**src/hw/dcache_geom_pkg.sv**
```systemverilog
// L1 data cache geometry
package dcache_geom_pkg;

  // organisation
  localparam int NUM_WAYS       = 2;
  localparam int NUM_SETS       = 16;
  localparam int NUM_RD_PORTS   = 2;

  // data widths
  localparam int WORD_WIDTH     = 32;
  localparam int LINE_WIDTH     = 128;
  localparam int BYTES_PER_WORD = WORD_WIDTH / 8;

  // one bank per word of a line
  localparam int NUM_BANKS      = LINE_WIDTH / WORD_WIDTH;

  // address fields
  localparam int TAG_WIDTH      = 8;
  localparam int IDX_WIDTH      = $clog2(NUM_SETS);
  localparam int OFF_WIDTH      = $clog2(LINE_WIDTH / 8);

  // offset split, upper bits pick the bank
  localparam int BYTE_OFF_WIDTH = $clog2(BYTES_PER_WORD);
  localparam int BANK_SEL_WIDTH = OFF_WIDTH - BYTE_OFF_WIDTH;

  // read port numbering
  localparam int PORT_SEL_WIDTH = $clog2(NUM_RD_PORTS);

endpackage

```
**src/hw/dcache_port_pkg.sv**
```systemverilog
// L1 data cache port types
package dcache_port_pkg;

  import dcache_geom_pkg::*;

  // address fields
  typedef logic [TAG_WIDTH-1:0]      tag_t;
  typedef logic [IDX_WIDTH-1:0]      idx_t;
  typedef logic [OFF_WIDTH-1:0]      off_t;
  typedef logic [BANK_SEL_WIDTH-1:0] bank_sel_t;

  // data and byte enables
  typedef logic [WORD_WIDTH-1:0]     word_t;
  typedef logic [BYTES_PER_WORD-1:0] word_be_t;
  typedef word_t [NUM_BANKS-1:0]     line_t;
  typedef logic [LINE_WIDTH/8-1:0]   line_be_t;

  // one bit per way or per read port
  typedef logic [NUM_WAYS-1:0]       way_vec_t;
  typedef logic [NUM_RD_PORTS-1:0]   port_vec_t;
  typedef logic [PORT_SEL_WIDTH-1:0] port_sel_t;

endpackage

```
**src/hw/dcache_tag_if.sv**
```systemverilog
// Tag and valid array access bus
interface dcache_tag_if;

  // ways touched this cycle
  dcache_port_pkg::way_vec_t tag_req;
  logic                      tag_we;
  dcache_port_pkg::idx_t     tag_addr;
  // valid bits written with the tag
  dcache_port_pkg::way_vec_t tag_wvld;

  modport ctrl (
    output tag_req,
    output tag_we,
    output tag_addr,
    output tag_wvld
  );

  modport tags (
    input tag_req,
    input tag_we,
    input tag_addr,
    input tag_wvld
  );

endinterface

```
**src/hw/dcache_tag_array.sv**
```systemverilog
// Tag and valid storage
module dcache_tag_array (
  input  logic                                                  clk_i,
  input  logic                                                  rst_ni,
  dcache_tag_if.tags                                            tags,
  input  dcache_port_pkg::tag_t                                 wr_cl_tag_i,
  output dcache_port_pkg::tag_t [dcache_geom_pkg::NUM_WAYS-1:0] tag_rdata_o,
  output dcache_port_pkg::way_vec_t                             vld_rdata_o
);

  import dcache_geom_pkg::*;
  import dcache_port_pkg::*;

  tag_t [NUM_WAYS-1:0] tag_q [NUM_SETS];
  way_vec_t            vld_q [NUM_SETS];

  // tags, read back one cycle after the request
  always_ff @(posedge clk_i) begin
    if (tags.tag_we) begin
      for (int j = 0; j < NUM_WAYS; j++) begin
        if (tags.tag_req[j]) begin
          tag_q[tags.tag_addr][j] <= wr_cl_tag_i;
        end
      end
    end else if (|tags.tag_req) begin
      tag_rdata_o <= tag_q[tags.tag_addr];
    end
  end

  // valid bits start cleared
  always_ff @(posedge clk_i or negedge rst_ni) begin
    if (!rst_ni) begin
      vld_q       <= '{default: '0};
      vld_rdata_o <= '0;
    end else if (tags.tag_we) begin
      for (int j = 0; j < NUM_WAYS; j++) begin
        if (tags.tag_req[j]) begin
          vld_q[tags.tag_addr][j] <= tags.tag_wvld[j];
        end
      end
    end else if (|tags.tag_req) begin
      vld_rdata_o <= vld_q[tags.tag_addr];
    end
  end

endmodule

```
**src/flat_wrapper.sv**
```systemverilog
// flat-port wrapper written by rule: the top's interface ports become plain ports
module dcache_tag_array_flat import dcache_geom_pkg::*; import dcache_port_pkg::*;
  (clk_i, rst_ni, wr_cl_tag_i, tag_rdata_o, vld_rdata_o, tags_tag_req, tags_tag_we, tags_tag_addr, tags_tag_wvld);
  dcache_tag_if tags_i ();
  input  logic clk_i;
  input  logic rst_ni;
  input  dcache_port_pkg::tag_t wr_cl_tag_i;
  output dcache_port_pkg::tag_t [dcache_geom_pkg::NUM_WAYS-1:0] tag_rdata_o;
  output dcache_port_pkg::way_vec_t vld_rdata_o;
  input wire logic [$bits(tags_i.tag_req)-1:0] tags_tag_req;
  input wire logic [$bits(tags_i.tag_we)-1:0] tags_tag_we;
  input wire logic [$bits(tags_i.tag_addr)-1:0] tags_tag_addr;
  input wire logic [$bits(tags_i.tag_wvld)-1:0] tags_tag_wvld;
  assign tags_i.tag_req = tags_tag_req;
  assign tags_i.tag_we = tags_tag_we;
  assign tags_i.tag_addr = tags_tag_addr;
  assign tags_i.tag_wvld = tags_tag_wvld;
  dcache_tag_array u_core (.clk_i(clk_i), .rst_ni(rst_ni), .tags(tags_i), .wr_cl_tag_i(wr_cl_tag_i), .tag_rdata_o(tag_rdata_o), .vld_rdata_o(vld_rdata_o));
endmodule
```
**config.mk**
```make
export PLATFORM = sky130hd
export DESIGN_NAME = dcache_tag_array_flat
export DESIGN_NICKNAME = d
export VERILOG_FILES = /design/src/hw/dcache_geom_pkg.sv /design/src/hw/dcache_port_pkg.sv /design/src/hw/dcache_tag_if.sv /design/src/hw/dcache_tag_array.sv /design/src/flat_wrapper.sv
export SDC_FILE = /design/constraint.sdc
export NUM_CORES = 1
export LEC_CHECK = 0
export BUFFER_PORTS_ARGS = -buffer_cell sky130_fd_sc_hd__clkbuf_2
export CORE_MARGIN = 1
export CORE_UTILIZATION = 42
export DETAILED_ROUTE_END_ITERATION = 10
export SYNTH_ARGS = -nofsm -noshare
export SYNTH_HDL_FRONTEND = slang
export SYNTH_SLANG_ARGS = --single-unit
```
**constraint.sdc**
```tcl
create_clock -name clk_i -period 4.7 [get_ports clk_i]
set_input_delay 0.705 -clock clk_i [delete_from_list [all_inputs] [get_ports clk_i]]
set_output_delay 0.705 -clock clk_i [all_outputs]
set_load 0.1 [all_outputs]
```
==> flow_summary_export.csv <==
group,metric,value,unit
status,status,"completed",
hold_path,hp-class,"in -> async",
finish,final_common_cell,"edfxtp_1",
global_routing,grt_antenna_before_repair,1,
finish,num_antenna_cells,0,
yosys,ys.flop_type,"edfxtp_1",
floorplan,coreArea,0.0279,sq mm
power,p_clk_share,42.9,%
clocking,post_cts_buffers,0,
yosys,yosys.area.top_type,"edfxtp_1",
yosys,netlist-cell-type-count,27,
detailed_routing,drc,0,
sta,slew_headroom,30.0,%
critical_path,max_stage_delay,790,ps
clocking,cts.sinks,306,
clocking,hold_buffers,0,
floorplan,dieHeight,171,microns
power,power_switching,1280,uW
yosys,syn_area_per_cell,22.9,sq um
critical_path,critPathKind,"in -> reg",
critical_path,start_kind,"input pin",
power,p_leak,0.00469,uW
sta,drv_slew,0,
detailed_routing,drt_pass1_iterations,5,
yosys,async_reset_ff_share,11.1,%
yosys,synth_edf_count,272,
critical_path,crit_path_end,"u_core.tag_rdata_o[10]$_DFFE_PP_",
finish,syn_to_final_growth,14.6,%
detailed_routing,avgRoutedWirePerCell,24.9,microns
critical_path,r2r_slack,2940,ps
yosys,yosys_warnings,0,
global_routing,grtUsageTotal,17.6,%
clocking,cts_resized,0,
sta,setup-violations-final,0,
sta,totalNegativeSetupSlack,0,ps
floorplan,die-area,0.0292,sq mm
power,power_frac_comb,7.0,%
critical_path,crit_start,"tags_tag_addr[0]",
finish,layout_common_cells,"edfxtp_1 (272), mux4_2 (48), nor2_1 (36), mux4_1 (36)",
detailed_routing,vias,5449,
critical_path,slowest_stage,"buf_4",
global_routing,first_global_vias,5595,
clocking,numCtsBuffers,29,
yosys,postSynthCellCount,524,
floorplan,std_cell_rows,61,
power,p_per_area,450,mW/mm^2
placed_design,dp_hpwl,15000,microns
power,p_seq_share,50.2,%
sta,fin_worst_skew,10.0,ps
clocking,cts-root-buf,"clkbuf_16",
clocking,cts_buffer_depth,3,
detailed_routing,dr.first_iter.drc_count,379,
critical_path,cp_data_arrival_time,3040,ps
critical_path,path_cells,"buf_4 > buf_4 > mux4_1 > mux4_2",
sta,finalHoldViolations,0,
detailed_routing,wirelength,24600,microns
yosys,ys_ff_latch,306,
yosys,synth_area,0.0120,sq mm
sta,rsz0062_at_grt,"no",
critical_path,r2r-start,"u_core.tag_q[8][8]$_DFFE_PP_",
sta,worst_slew_pin_slew,1050,ps
placed_design,port_buffers,36,
floorplan,ios,37,
power,intPower,4900,uW
critical_path,r2r-end,"u_core.tag_rdata_o[8]$_DFFE_PP_",
finish,fillers,2269,
global_routing,grt_pass1_wl,36800,microns
clocking,cts.clk_slew.worst_paths,70,ps
sta,setup_ws,1940,ps
run,maxCapViolCount,0,
critical_path,critPathMostFrequentCell,"buf_4",
global_routing,grt_overflow_total,0,
placed_design,dp_slack,1310,ps
placed_design,gp_congestion,0.747,
yosys,yosysSeqAreaShare,75.3,%
global_routing,grt_max_degree,61,
critical_path,cp_max_fo,60,
floorplan,die_width,171,microns
yosys,synth_fp_nets,543,
floorplan,initial_core_util,42.9,%
clocking,cts_tree,"built",
clocking,htree_num_levels,1,
critical_path,reg2regPathDepth,2,
power,peakVddDrop,0.000219,V
detailed_routing,vias_per_cell,5.52,
detailed_routing,drtAntennaViolNets,0,
clocking,clk_latency,530,ps
sta,period_share,58.8,%
critical_path,critical_path_required,4970,ps
finish,fin_nets,607,
critical_path,end_kind,"flip-flop",
finish,drive_gt1_share,31.6,%
power,netSwitchingFraction,20.8,%
sta,min_period,2760,ps
yosys,synth_top_area_share,68.2,%
yosys,synthTopCellsByArea,"edfxtp_1 (68%), mux4_2 (9.0%), mux4_1 (7.9%)",
sta,max_freq,0.362,GHz
==> Yosys cell counts (3+ instances only) <==
master and number:
buf_6 5, mux4_2 48, buf_2 9, dfrtp_1 34, mux4_1 36, mux2_2 32
edfxtp_1 272, mux2i_1 8, nand2b_1 3, nor2_1 36, clkbuf_1 8, nand2_1 4
nand3_1 6, nor2b_1 3, o22ai_1 3
==> metrics by stage <==
stage                     power, uW  area [sq um]  hold slack [ps]  std cells  utilization, %
final                          6180         13700              290        988            49.2
after global routing           6370         13700              341        988            49.2
after detailed placement       3590         12600              495        935            45.2
after CTS                      6230         13700              310        988            49.2
after floorplan                3450         12000              409        524               -
after global placement         3580         12600              484        935            45.2
==> worst min path at each step <==
stage | from | to | slack (ps) | depth (start not counted)
after detailed placement | u_core.vld_q[27]$_DFFE_PN0P_ | u_core.vld_q[27]$_DFFE_PN0P_ | 500 | 1
after floorplan | rst_ni | u_core.vld_q[0]$_DFFE_PN0P_ | 410 | 0
after CTS | rst_ni | u_core.vld_q[14]$_DFFE_PN0P_ | 310 | 1
after global placement | u_core.vld_q[4]$_DFFE_PN0P_ | u_core.vld_q[4]$_DFFE_PN0P_ | 480 | 1
final | rst_ni | u_core.vld_q[14]$_DFFE_PN0P_ | 290 | 1
after global routing | rst_ni | u_core.vld_q[14]$_DFFE_PN0P_ | 340 | 1
==> flip-flops by register name, summed over array words and instances, names as in the netlist <==
name and count:
u_core.tag_rdata_o 16, u_core.tag_q 256, u_core.vld_q 32, u_core.vld_rdata_o 2
==> critical path, delay by kind of cell <==
family                 cells  cell delay (ps)
buffers and inverters      2             1200
multiplexers               2             1090
==> area by class of cell <==
cell class,count,area (sq um),area share [%]
sequential,306,9020,65.7
clock buffer,30,729,5.31
inverter,1,3.75,0.0273
timing repair buffer,61,370,2.70
multi-input combinational,189,2770,20.2
clock inverter,23,370,2.70
tap,378,473,3.44
==> logic make-up after synthesis <==
group           after synthesis  synth area share, %
buf+inv                      29                 1.61
simple gates                 56                 2.03
compound gates                9                0.491
mux                         124                 20.6
flops                       306                 75.3
==> power by group through the flow <==
stage / logic [uW] / registers [uW] / clock network (uW)
finish: 430 / 3100 / 2650
global route: 458 / 3110 / 2800
CTS: 436 / 3100 / 2690
detailed placement: 435 / 3160 / 0
global placement: 426 / 3150 / 0
floorplan: 220 / 3230 / 0
==> layer usage <==
| metal | wire [microns] | track usage [%] | vias up |
|---|---|---|---|
| met5 | 0 | 0 | - |
| met4 | 314 | 3.77 | 0 |
| met3 | 1570 | 3.03 | 24 |
| met2 | 11500 | 27.0 | 166 |
| met1 | 11200 | 26.6 | 2920 |
| li1 | - | - | 2339 |
Note: power is estimated with default switching activity, not from simulation.
