==> config.mk <==
export PLATFORM = sky130hd
export DESIGN_NAME = dcache_hit_select
export DESIGN_NICKNAME = d
export VERILOG_FILES = /design/src/hw/dcache_geom_pkg.sv /design/src/hw/dcache_port_pkg.sv /design/src/hw/dcache_hit_select.sv
export SDC_FILE = /design/constraint.sdc
export NUM_CORES = 1
export LEC_CHECK = 0
export BUFFER_PORTS_ARGS = -buffer_cell sky130_fd_sc_hd__buf_2
export CORE_AREA = 2 2 129 131
export DETAILED_ROUTE_END_ITERATION = 10
export DIE_AREA = 0 0 131 133
export PLACE_DENSITY = 0.47
export SLEW_MARGIN = 20
export SYNTH_ARGS = -nofsm -noshare
export SYNTH_HDL_FRONTEND = slang
export SYNTH_SLANG_ARGS = --single-unit
==> constraint.sdc <==
create_clock -name vclk -period 4.1
set_input_delay 0.205 -clock vclk [all_inputs]
set_output_delay 0.205 -clock vclk [all_outputs]
set_load 0.02 [all_outputs]
==> src/hw/dcache_geom_pkg.sv <==
// L1 data cache geometry
package dcache_geom_pkg;

  // organisation
  localparam int NUM_WAYS       = 2;
  localparam int NUM_SETS       = 16;
  localparam int NUM_RD_PORTS   = 2;

  // data widths
  localparam int WORD_WIDTH     = 32;
  localparam int LINE_WIDTH     = 128;
  localparam int BYTES_PER_WORD = WORD_WIDTH / 8;

  // one bank per word of a line
  localparam int NUM_BANKS      = LINE_WIDTH / WORD_WIDTH;

  // address fields
  localparam int TAG_WIDTH      = 8;
  localparam int IDX_WIDTH      = $clog2(NUM_SETS);
  localparam int OFF_WIDTH      = $clog2(LINE_WIDTH / 8);

  // offset split, upper bits pick the bank
  localparam int BYTE_OFF_WIDTH = $clog2(BYTES_PER_WORD);
  localparam int BANK_SEL_WIDTH = OFF_WIDTH - BYTE_OFF_WIDTH;

  // read port numbering
  localparam int PORT_SEL_WIDTH = $clog2(NUM_RD_PORTS);

endpackage

==> src/hw/dcache_port_pkg.sv <==
// L1 data cache port types
package dcache_port_pkg;

  import dcache_geom_pkg::*;

  // address fields
  typedef logic [TAG_WIDTH-1:0]      tag_t;
  typedef logic [IDX_WIDTH-1:0]      idx_t;
  typedef logic [OFF_WIDTH-1:0]      off_t;
  typedef logic [BANK_SEL_WIDTH-1:0] bank_sel_t;

  // data and byte enables
  typedef logic [WORD_WIDTH-1:0]     word_t;
  typedef logic [BYTES_PER_WORD-1:0] word_be_t;
  typedef word_t [NUM_BANKS-1:0]     line_t;
  typedef logic [LINE_WIDTH/8-1:0]   line_be_t;

  // one bit per way or per read port
  typedef logic [NUM_WAYS-1:0]       way_vec_t;
  typedef logic [NUM_RD_PORTS-1:0]   port_vec_t;
  typedef logic [PORT_SEL_WIDTH-1:0] port_sel_t;

endpackage

==> src/hw/dcache_hit_select.sv <==
// Tag compare and word readout
module dcache_hit_select (
  input  dcache_port_pkg::tag_t [dcache_geom_pkg::NUM_RD_PORTS-1:0] rd_tag_i,
  input  dcache_port_pkg::port_sel_t                                cmp_sel_i,
  input  logic                                                      cmp_en_i,
  input  dcache_port_pkg::bank_sel_t                                cmp_off_i,
  input  dcache_port_pkg::tag_t [dcache_geom_pkg::NUM_WAYS-1:0]     tag_rdata_i,
  input  dcache_port_pkg::way_vec_t                                 vld_rdata_i,
  input  dcache_port_pkg::word_t [dcache_geom_pkg::NUM_BANKS-1:0][dcache_geom_pkg::NUM_WAYS-1:0]
                                                                    bank_rdata_i,
  output dcache_port_pkg::way_vec_t                                 rd_vld_bits_o,
  output dcache_port_pkg::way_vec_t                                 rd_hit_oh_o,
  output dcache_port_pkg::word_t                                    rd_data_o
);

  import dcache_geom_pkg::*;
  import dcache_port_pkg::*;

  // tag of the port granted last cycle
  tag_t                 rd_tag;
  word_t [NUM_WAYS-1:0] way_word;

  assign rd_tag        = rd_tag_i[cmp_sel_i];
  assign rd_vld_bits_o = vld_rdata_i;

  for (genvar j = 0; j < NUM_WAYS; j++) begin : gen_way
    assign rd_hit_oh_o[j] = cmp_en_i & vld_rdata_i[j] & (tag_rdata_i[j] == rd_tag);
    assign way_word[j]    = bank_rdata_i[cmp_off_i][j];
  end

  // lowest hitting way wins, way 0 on a miss
  always_comb begin
    rd_data_o = way_word[0];
    for (int j = NUM_WAYS - 1; j >= 0; j--) begin
      if (rd_hit_oh_o[j]) begin
        rd_data_o = way_word[j];
      end
    end
  end

endmodule

==> impl_summary.md, run 1 <==
Placement
The post-place setup slack is roughly 1.1 ns. At the end of routability-driven placement, the weighted congestion stood at between 0.9 and 1. During placement, the flow inserted port buffers numbering between 300 and 400.

The HPWL after detailed placement is ~10000 microns. In this run, placement finished with an instance count of 693.

Logic synthesis
After Yosys synthesis, and, or, nand and nor cells account for between 3 and 4% of the synthesized area. The synthesized area per cell is 15.19 sq um. Ranked by total cell area, the synthesized netlist is headed by mux4_2 (60%), mux2_4 (19%), xnor2_1 (5.8%). After Yosys synthesis, XOR and XNOR cells account for 5.803% of the synthesized area.

Counting distinct cell types in the post-synthesis netlist gives 19. The complex-gate fraction of the synthesized area is under 10%. Summing the sequential cell areas from Yosys gives 0% of the chip area. The top cell type's share of synthesized area is between 50% and 60%. The leading area contributor after synthesis is mux4_2. The number of nets produced by synthesis is between 400 and 500. By area, the combinational part of the netlist is dominated by multiplexers. The post-synth design cell area is 0.002415 sq mm. The mux contribution to synthesized area is 83.11%. Synthesis handed over a netlist of 159 instances. The count of yosys warnings during synthesis is 0. Summing the areas of all fa, ha and maj instances in the mapped netlist gives 0% of the synthesized area.

Timing
The count of pins over their slew limit is 0. The final critical delay including setup and external delays is between 2 and 3 ns. The actual slew at the worst max-slew pin is 0.7209 ns. In this run the tightest slew margin relative to its limit is ~52%. Setup violations remaining at the end of the flow were counted as 0.

Setup repair after global routing left no endpoint under its margin. After layout, the worst path uses 72.96% of the clock period. The final-report hold violation count came to 0. Setup slack on the critical path of the routed design comes to ~1.1 ns. The sum of negative setup slack is 0 ns. Based on the critical path, the design can be clocked at up to 334.3 MHz.

Drt
After detailed routing, the wire length on met1 is between 4000 and 5000 microns. The first routing iteration left about 150 violations. In the detailed route, the total length drawn on met2 is 6130 microns. The routed length per instance is about 17 microns. The routed length on met3 is roughly 1100 microns. The final antenna-violating net count is 0. Dividing the detail-routed via count by the number of cells gives between 4 and 5.

The number of detailed-route iterations in the first pass is 5. Summing over every cut layer, the via total after detailed routing is slightly below 3000. The total routed wirelength is roughly 12000 microns.

After detailed routing, no signal wire sits above met4. The number of design rule violations left after detail routing is 0.

Final layout
The final-layout clock buffer total is 0. The total of fill cells in the finished design is 1733. The total area of multi-input combinational cells is 0.002302 sq mm. The number of inserted diodes is 0. Leaving out filler cells and counting taps, the final layout contains between 600 and 700. The number of flip-flops and latches is 0. Leaving out fill and tap cells, the most frequent cell in the layout is buf_2. The ratio of cells with drive above 1 in the final layout is 91.97%. The register area is 0 sq um. The net count reported at finish is around 770. In the layout the commonest cells are buf_2 (329), mux4_2 (64), mux2_4 (30).

Relative to the synthesized area, the layout overhead comes to 76.99%.

Clock network
The number of post-CTS setup repair buffers is 0. After clock tree synthesis, the repair step resized 0 gates. The total of hold buffers inserted after clock tree synthesis is 0.

GRT
Global routing finished with a remaining overflow of 0. The number of global-route vias before repair is approximately 3300. Global routing used about an eighth of the available tracks across all layers.

The global-route wire length before repair is 17130 microns. The maximum number of pins on one net before global-route repair is 39. The number of antenna violations at the first check in global routing is 0.

Pwr
Dividing total power by cell area gives a power density of 110.8 mW/mm^2. After layout, the design draws a total of between 0.4 and 0.5 mW. The worst-case IR drop observed on VDD is slightly above 0.07 mV.

The static leakage is ~2.0 nW.

Worst setup path
The worst path arrival time is roughly 2.8 ns. In this run the worst path has a maximum fanout of 18. At the worst endpoint, the required time is around 4 ns. STA classifies the critical path startpoint as an input pin. The worst setup path is captured at a primary output. The critical path is of the in2out type.

Run
The count of max-cap constraint violations is 0.

Die
The die covers about 0.017 sq mm. The region available for standard cell placement spans 0.01617 sq mm. The number of primary I/O pins is 330. For this configuration, the core starts out at a cell density of between 10% and 20%.

The width of the chip is roughly 130 microns. The floorplan has 47 rows. The floorplan die height is approximately 130 microns.

Worst hold path
The class of the tightest hold or removal check is in2out. The number of instances on the worst hold path is 2. The endpoint with the worst hold slack is rd_vld_bits_o[0]. The startpoint of the tightest hold check path is vld_rdata_i[0].

Status
The flow ran to the end, and the final reports show no timing, DRC or antenna violations.
synth_stat cells (all sizes together):
cell type / count
or3b: 4
nand2: 4
a2111oi: 1
a2111o: 1
buf: 7
xnor2: 16
nor4: 3
mux4: 64
clkbuf: 13
mux2i: 8
mux2: 32
or4: 1
nor3: 4
a211oi: 1
worst max path at each step:
| stage | start | cells after the start | end |
|---|---|---|---|
| detailed placement | cmp_sel_i | 8 | rd_data_o[19] |
| global placement | cmp_sel_i | 8 | rd_data_o[15] |
| global route | cmp_sel_i | 8 | rd_data_o[12] |
| CTS | cmp_sel_i | 8 | rd_data_o[13] |
| finish | cmp_sel_i | 8 | rd_data_o[13] |
| floorplan | cmp_sel_i | 7 | rd_data_o[10] |
power breakdown:
| part | internal [mW] | switching (mW) |
|---|---|---|
| registers | 0 | 0 |
| clock network | 0 | 0 |
| logic | 0.282 | 0.191 |
cell families after synthesis:
| group | count (synthesis) |
|---|---|
| XOR/XNOR | 16 |
| buffers and inverters | 20 |
| AND/OR/NAND/NOR | 16 |
| AO/OA/AOI/OAI | 3 |
| multiplexers | 104 |
worst max-delay path, stage by stage:
cell	delay, ns
buf_2	0.24
mux2i_4	0.36
or3b_1	0.38
a2111o_1	0.45
a211oi_4	0.25
buf_4	0.38
mux2_4	0.34
buf_2	0.16
through the flow:
stage	util [%]	hold slack, ns	cell area [sq um]
floorplan	-	0.5226	2415
global placement	26.43	0.6461	4274
detailed placement	26.43	0.6506	4274
CTS	26.43	0.6514	4274
global route	26.43	0.6627	4274
finish	26.43	0.6515	4274
metal layers:
layer  vias to the layer above  track usage [%]
met1                      1417            15.09
met4                         0            1.182
met5                         -                0
li1                       1341                -
met3                         8            1.981
met2                       196            22.91
final cells by class:
cell class	instances	share of cell area, %
multi-input combinational	139	53.86
timing repair buffer	334	39.70
tap	220	6.440
Note: power is estimated with default switching activity, not from simulation.
==> run 2: changes to the inputs <==
CORE_AREA = 2 2 128 130   (was 2 2 129 131)
DIE_AREA = 0 0 130 132   (was 0 0 131 133)
PLACE_DENSITY = 0.49   (was 0.47)
clock period = 2.4 ns   (was 4.1 ns; I/O delays follow)
==> impl_summary.md, run 2 (synthesized netlist as in run 1, its figures left out) <==
Status
The flow ran to the end, but the final reports show violations. The checks that failed: negative setup slack.

Die
The number of primary I/O pins came to 330 (unchanged). The initial core utilization is 15.37% (+0.44 points). The placeable core region is 0.01571 sq mm (-2.8%). The die area was 0.01716 sq mm (-1.5%). The width of the chip was 130 microns (-0.76%). The floorplan die height is 132 microns (-0.75%). The number of cell rows is 46 (-2.1%).

Final layout
The library cell used most frequently in the layout, excluding fill and tap cells, is buf_2. The final-layout clock buffer total is 0 (unchanged). The number of flip-flops and latches is 0 (unchanged). The ratio of cells with drive above 1 in the final layout was 94.63% (+2.7 points). In the layout the commonest cells are buf_2 (296), mux4_2 (64), buf_6 (34). The register area is 0 sq um (unchanged). The total of fill cells in the finished design came to 1665 (-3.9%). From synthesis to final layout, the design area changed by 104.2%.

The number of inserted diodes is 0 (unchanged). The net count reported at finish came to 799 (+3.9%). The fraction of the core area covered by cells at the end of the flow is 31.38% (+5.0 points).

Pwr
The peak supply drop is 0.08535 mV (+21%). The ratio of total power to cell area was 200.6 mW/mm^2 (+81%). The static leakage came to 2.326 nW (+14%).

Timing
The final worst-path cycle share is 100.2%. Setup repair after global routing could not meet its margin everywhere. The final critical delay including setup and external delays is roughly 2.4 ns.

The hold slack is 0.4728 ns (-0.1788 ns). The timing-limited maximum frequency is about 420 MHz. The setup slack after layout came to -0.004714 ns (-1.113 ns).

The number of setup violations in the final report came to 2 (+2). The relative slew slack was 65.90% (+14 points). The count of pins over their slew limit is 0 (unchanged). The actual slew at the worst max-slew pin is 0.5116 ns (-0.2094 ns). The final-report hold violation count is 0 (unchanged).

Drt
The final antenna-violating net count was 0 (unchanged). The violation count after the first detailed-routing iteration is 96 (-35%). The number of detailed-route iterations in the first pass was 6 (+1). The via density per instance is 4.303 (+0.68%). The total routed wirelength came to 13300 microns (+15%). The routed length per instance is 18.50 microns (+11%).

The number of design rule violations left after detail routing was 0 (unchanged). The via count of the routed design is 3094 (+4.5%).

Worst hold path
The endpoint with the worst hold slack is rd_vld_bits_o[1]. The number of instances on the worst hold path was 2 (unchanged). The class of the tightest hold or removal check is in2out. The startpoint identified for the worst hold timing path is vld_rdata_i[1].

Run
The count of max-cap constraint violations came to 0 (unchanged).

GRT
The global routing usage summed across all routing layers is 14.70% (+2.4 points). The number of antenna violations at the first check in global routing came to 2 (+2). The number of global-route vias before repair came to 3610 (+9.9%).

The global-route wire length before repair came to 19710 microns (+15%). The maximum number of pins on one net before global-route repair was 41 (+5.1%). The overall overflow remaining after global route is 0 (unchanged).

Placement
The count of buffers inserted at the top-level ports is 330 (unchanged). The routability congestion estimate from global placement was 0.9581 (+0.35%). The HPWL after detailed placement came to 11760 microns (+14%).

Worst setup path
The critical path capture point type is a primary output. The required time at the endpoint of the critical path was 2.28 ns (-1.61 ns). The worst path arrival time is 2.28 ns (-0.51 ns). The type of element launching the critical path is an input pin. The maximum fanout along the worst path is 6 (-12).

The category of the most critical setup path is in2out.
## run 2: cell types whose count changed in the layout (fill, tap and decap cells not counted), sizes merged
| cell | before | now |
|---|---|---|
| clkbuf | 0 | 1 |
| buf | 334 | 363 |
## run 2: power by group
part	switching [mW]	leakage [nW]	internal (mW)	total, mW
Sequential	0	0	0	0
Combinational	0.373	2.33	0.616	0.989
Clock	0	0	0	0
## run 2: timing repair
item                       CTS  global route
gates cloned                 3             1
setup buffers               10             0
hold buffers                 0             0
pin swaps                    2             2
resized for setup           78            16
hold endpoints to repair     0             0
setup endpoints to repair   32            32
## run 2: per-layer routing
metal / routed length, microns / share of wire [%] / track usage [%] / vias to the layer above
li1: - / - / - / 1404
met5: 13 / 0.098 / 0 / -
met1: 5124 / 39 / 17.91 / 1496
met4: 134 / 1.0 / 1.553 / 2
met3: 1000 / 7.5 / 2.922 / 18
met2: 7030 / 53 / 27.28 / 174
## run 2: metrics by stage
step | worst slack (ns) | std cells | TNS (ns) | cell area (sq um) | total power [mW]
floorplan | 0.05489 | 159 | 0 | 2415 | 0.4702
global placement | -0.1836 | 709 | -5.212 | 4469 | 0.8630
detailed placement | -0.2159 | 709 | -5.805 | 4469 | 0.8734
CTS | -0.06704 | 721 | -1.103 | 4936 | 0.9809
global route | -0.07700 | 719 | -2.045 | 4931 | 1.055
finish | -0.004714 | 719 | -0.007704 | 4931 | 0.9891
## run 2: cell type report
cell class                      count  area, sq um  area share (%)
Multi-Input combinational cell    139         2409           48.85
Timing Repair Buffer              364         2252           45.67
Tap cell                          216        270.3           5.481
## run 2: worst max path at each step
| stage | slack (ns) | cells past startpoint | from | end |
|---|---|---|---|---|
| 6_report | -0.005 | 9 | cmp_sel_i | rd_data_o[20] |
| 5_1_grt | -0.08 | 9 | cmp_sel_i | rd_data_o[20] |
| 4_1_cts | -0.07 | 12 | cmp_sel_i | rd_data_o[30] |
| 3_5_place_dp | -0.22 | 8 | cmp_sel_i | rd_data_o[20] |
| 3_3_place_gp | -0.18 | 8 | cmp_sel_i | rd_data_o[18] |
| 2_1_floorplan | 0.05 | 7 | cmp_sel_i | rd_data_o[10] |
## run 2: worst max-delay path, cell delays in order
cell,delay [ns]
buf_8,0.11
mux2i_4,0.19
or3b_1,0.37
a2111o_1,0.45
a211oi_4,0.26
buf_12,0.19
clkbuf_16,0.16
mux2_4,0.30
buf_6,0.13
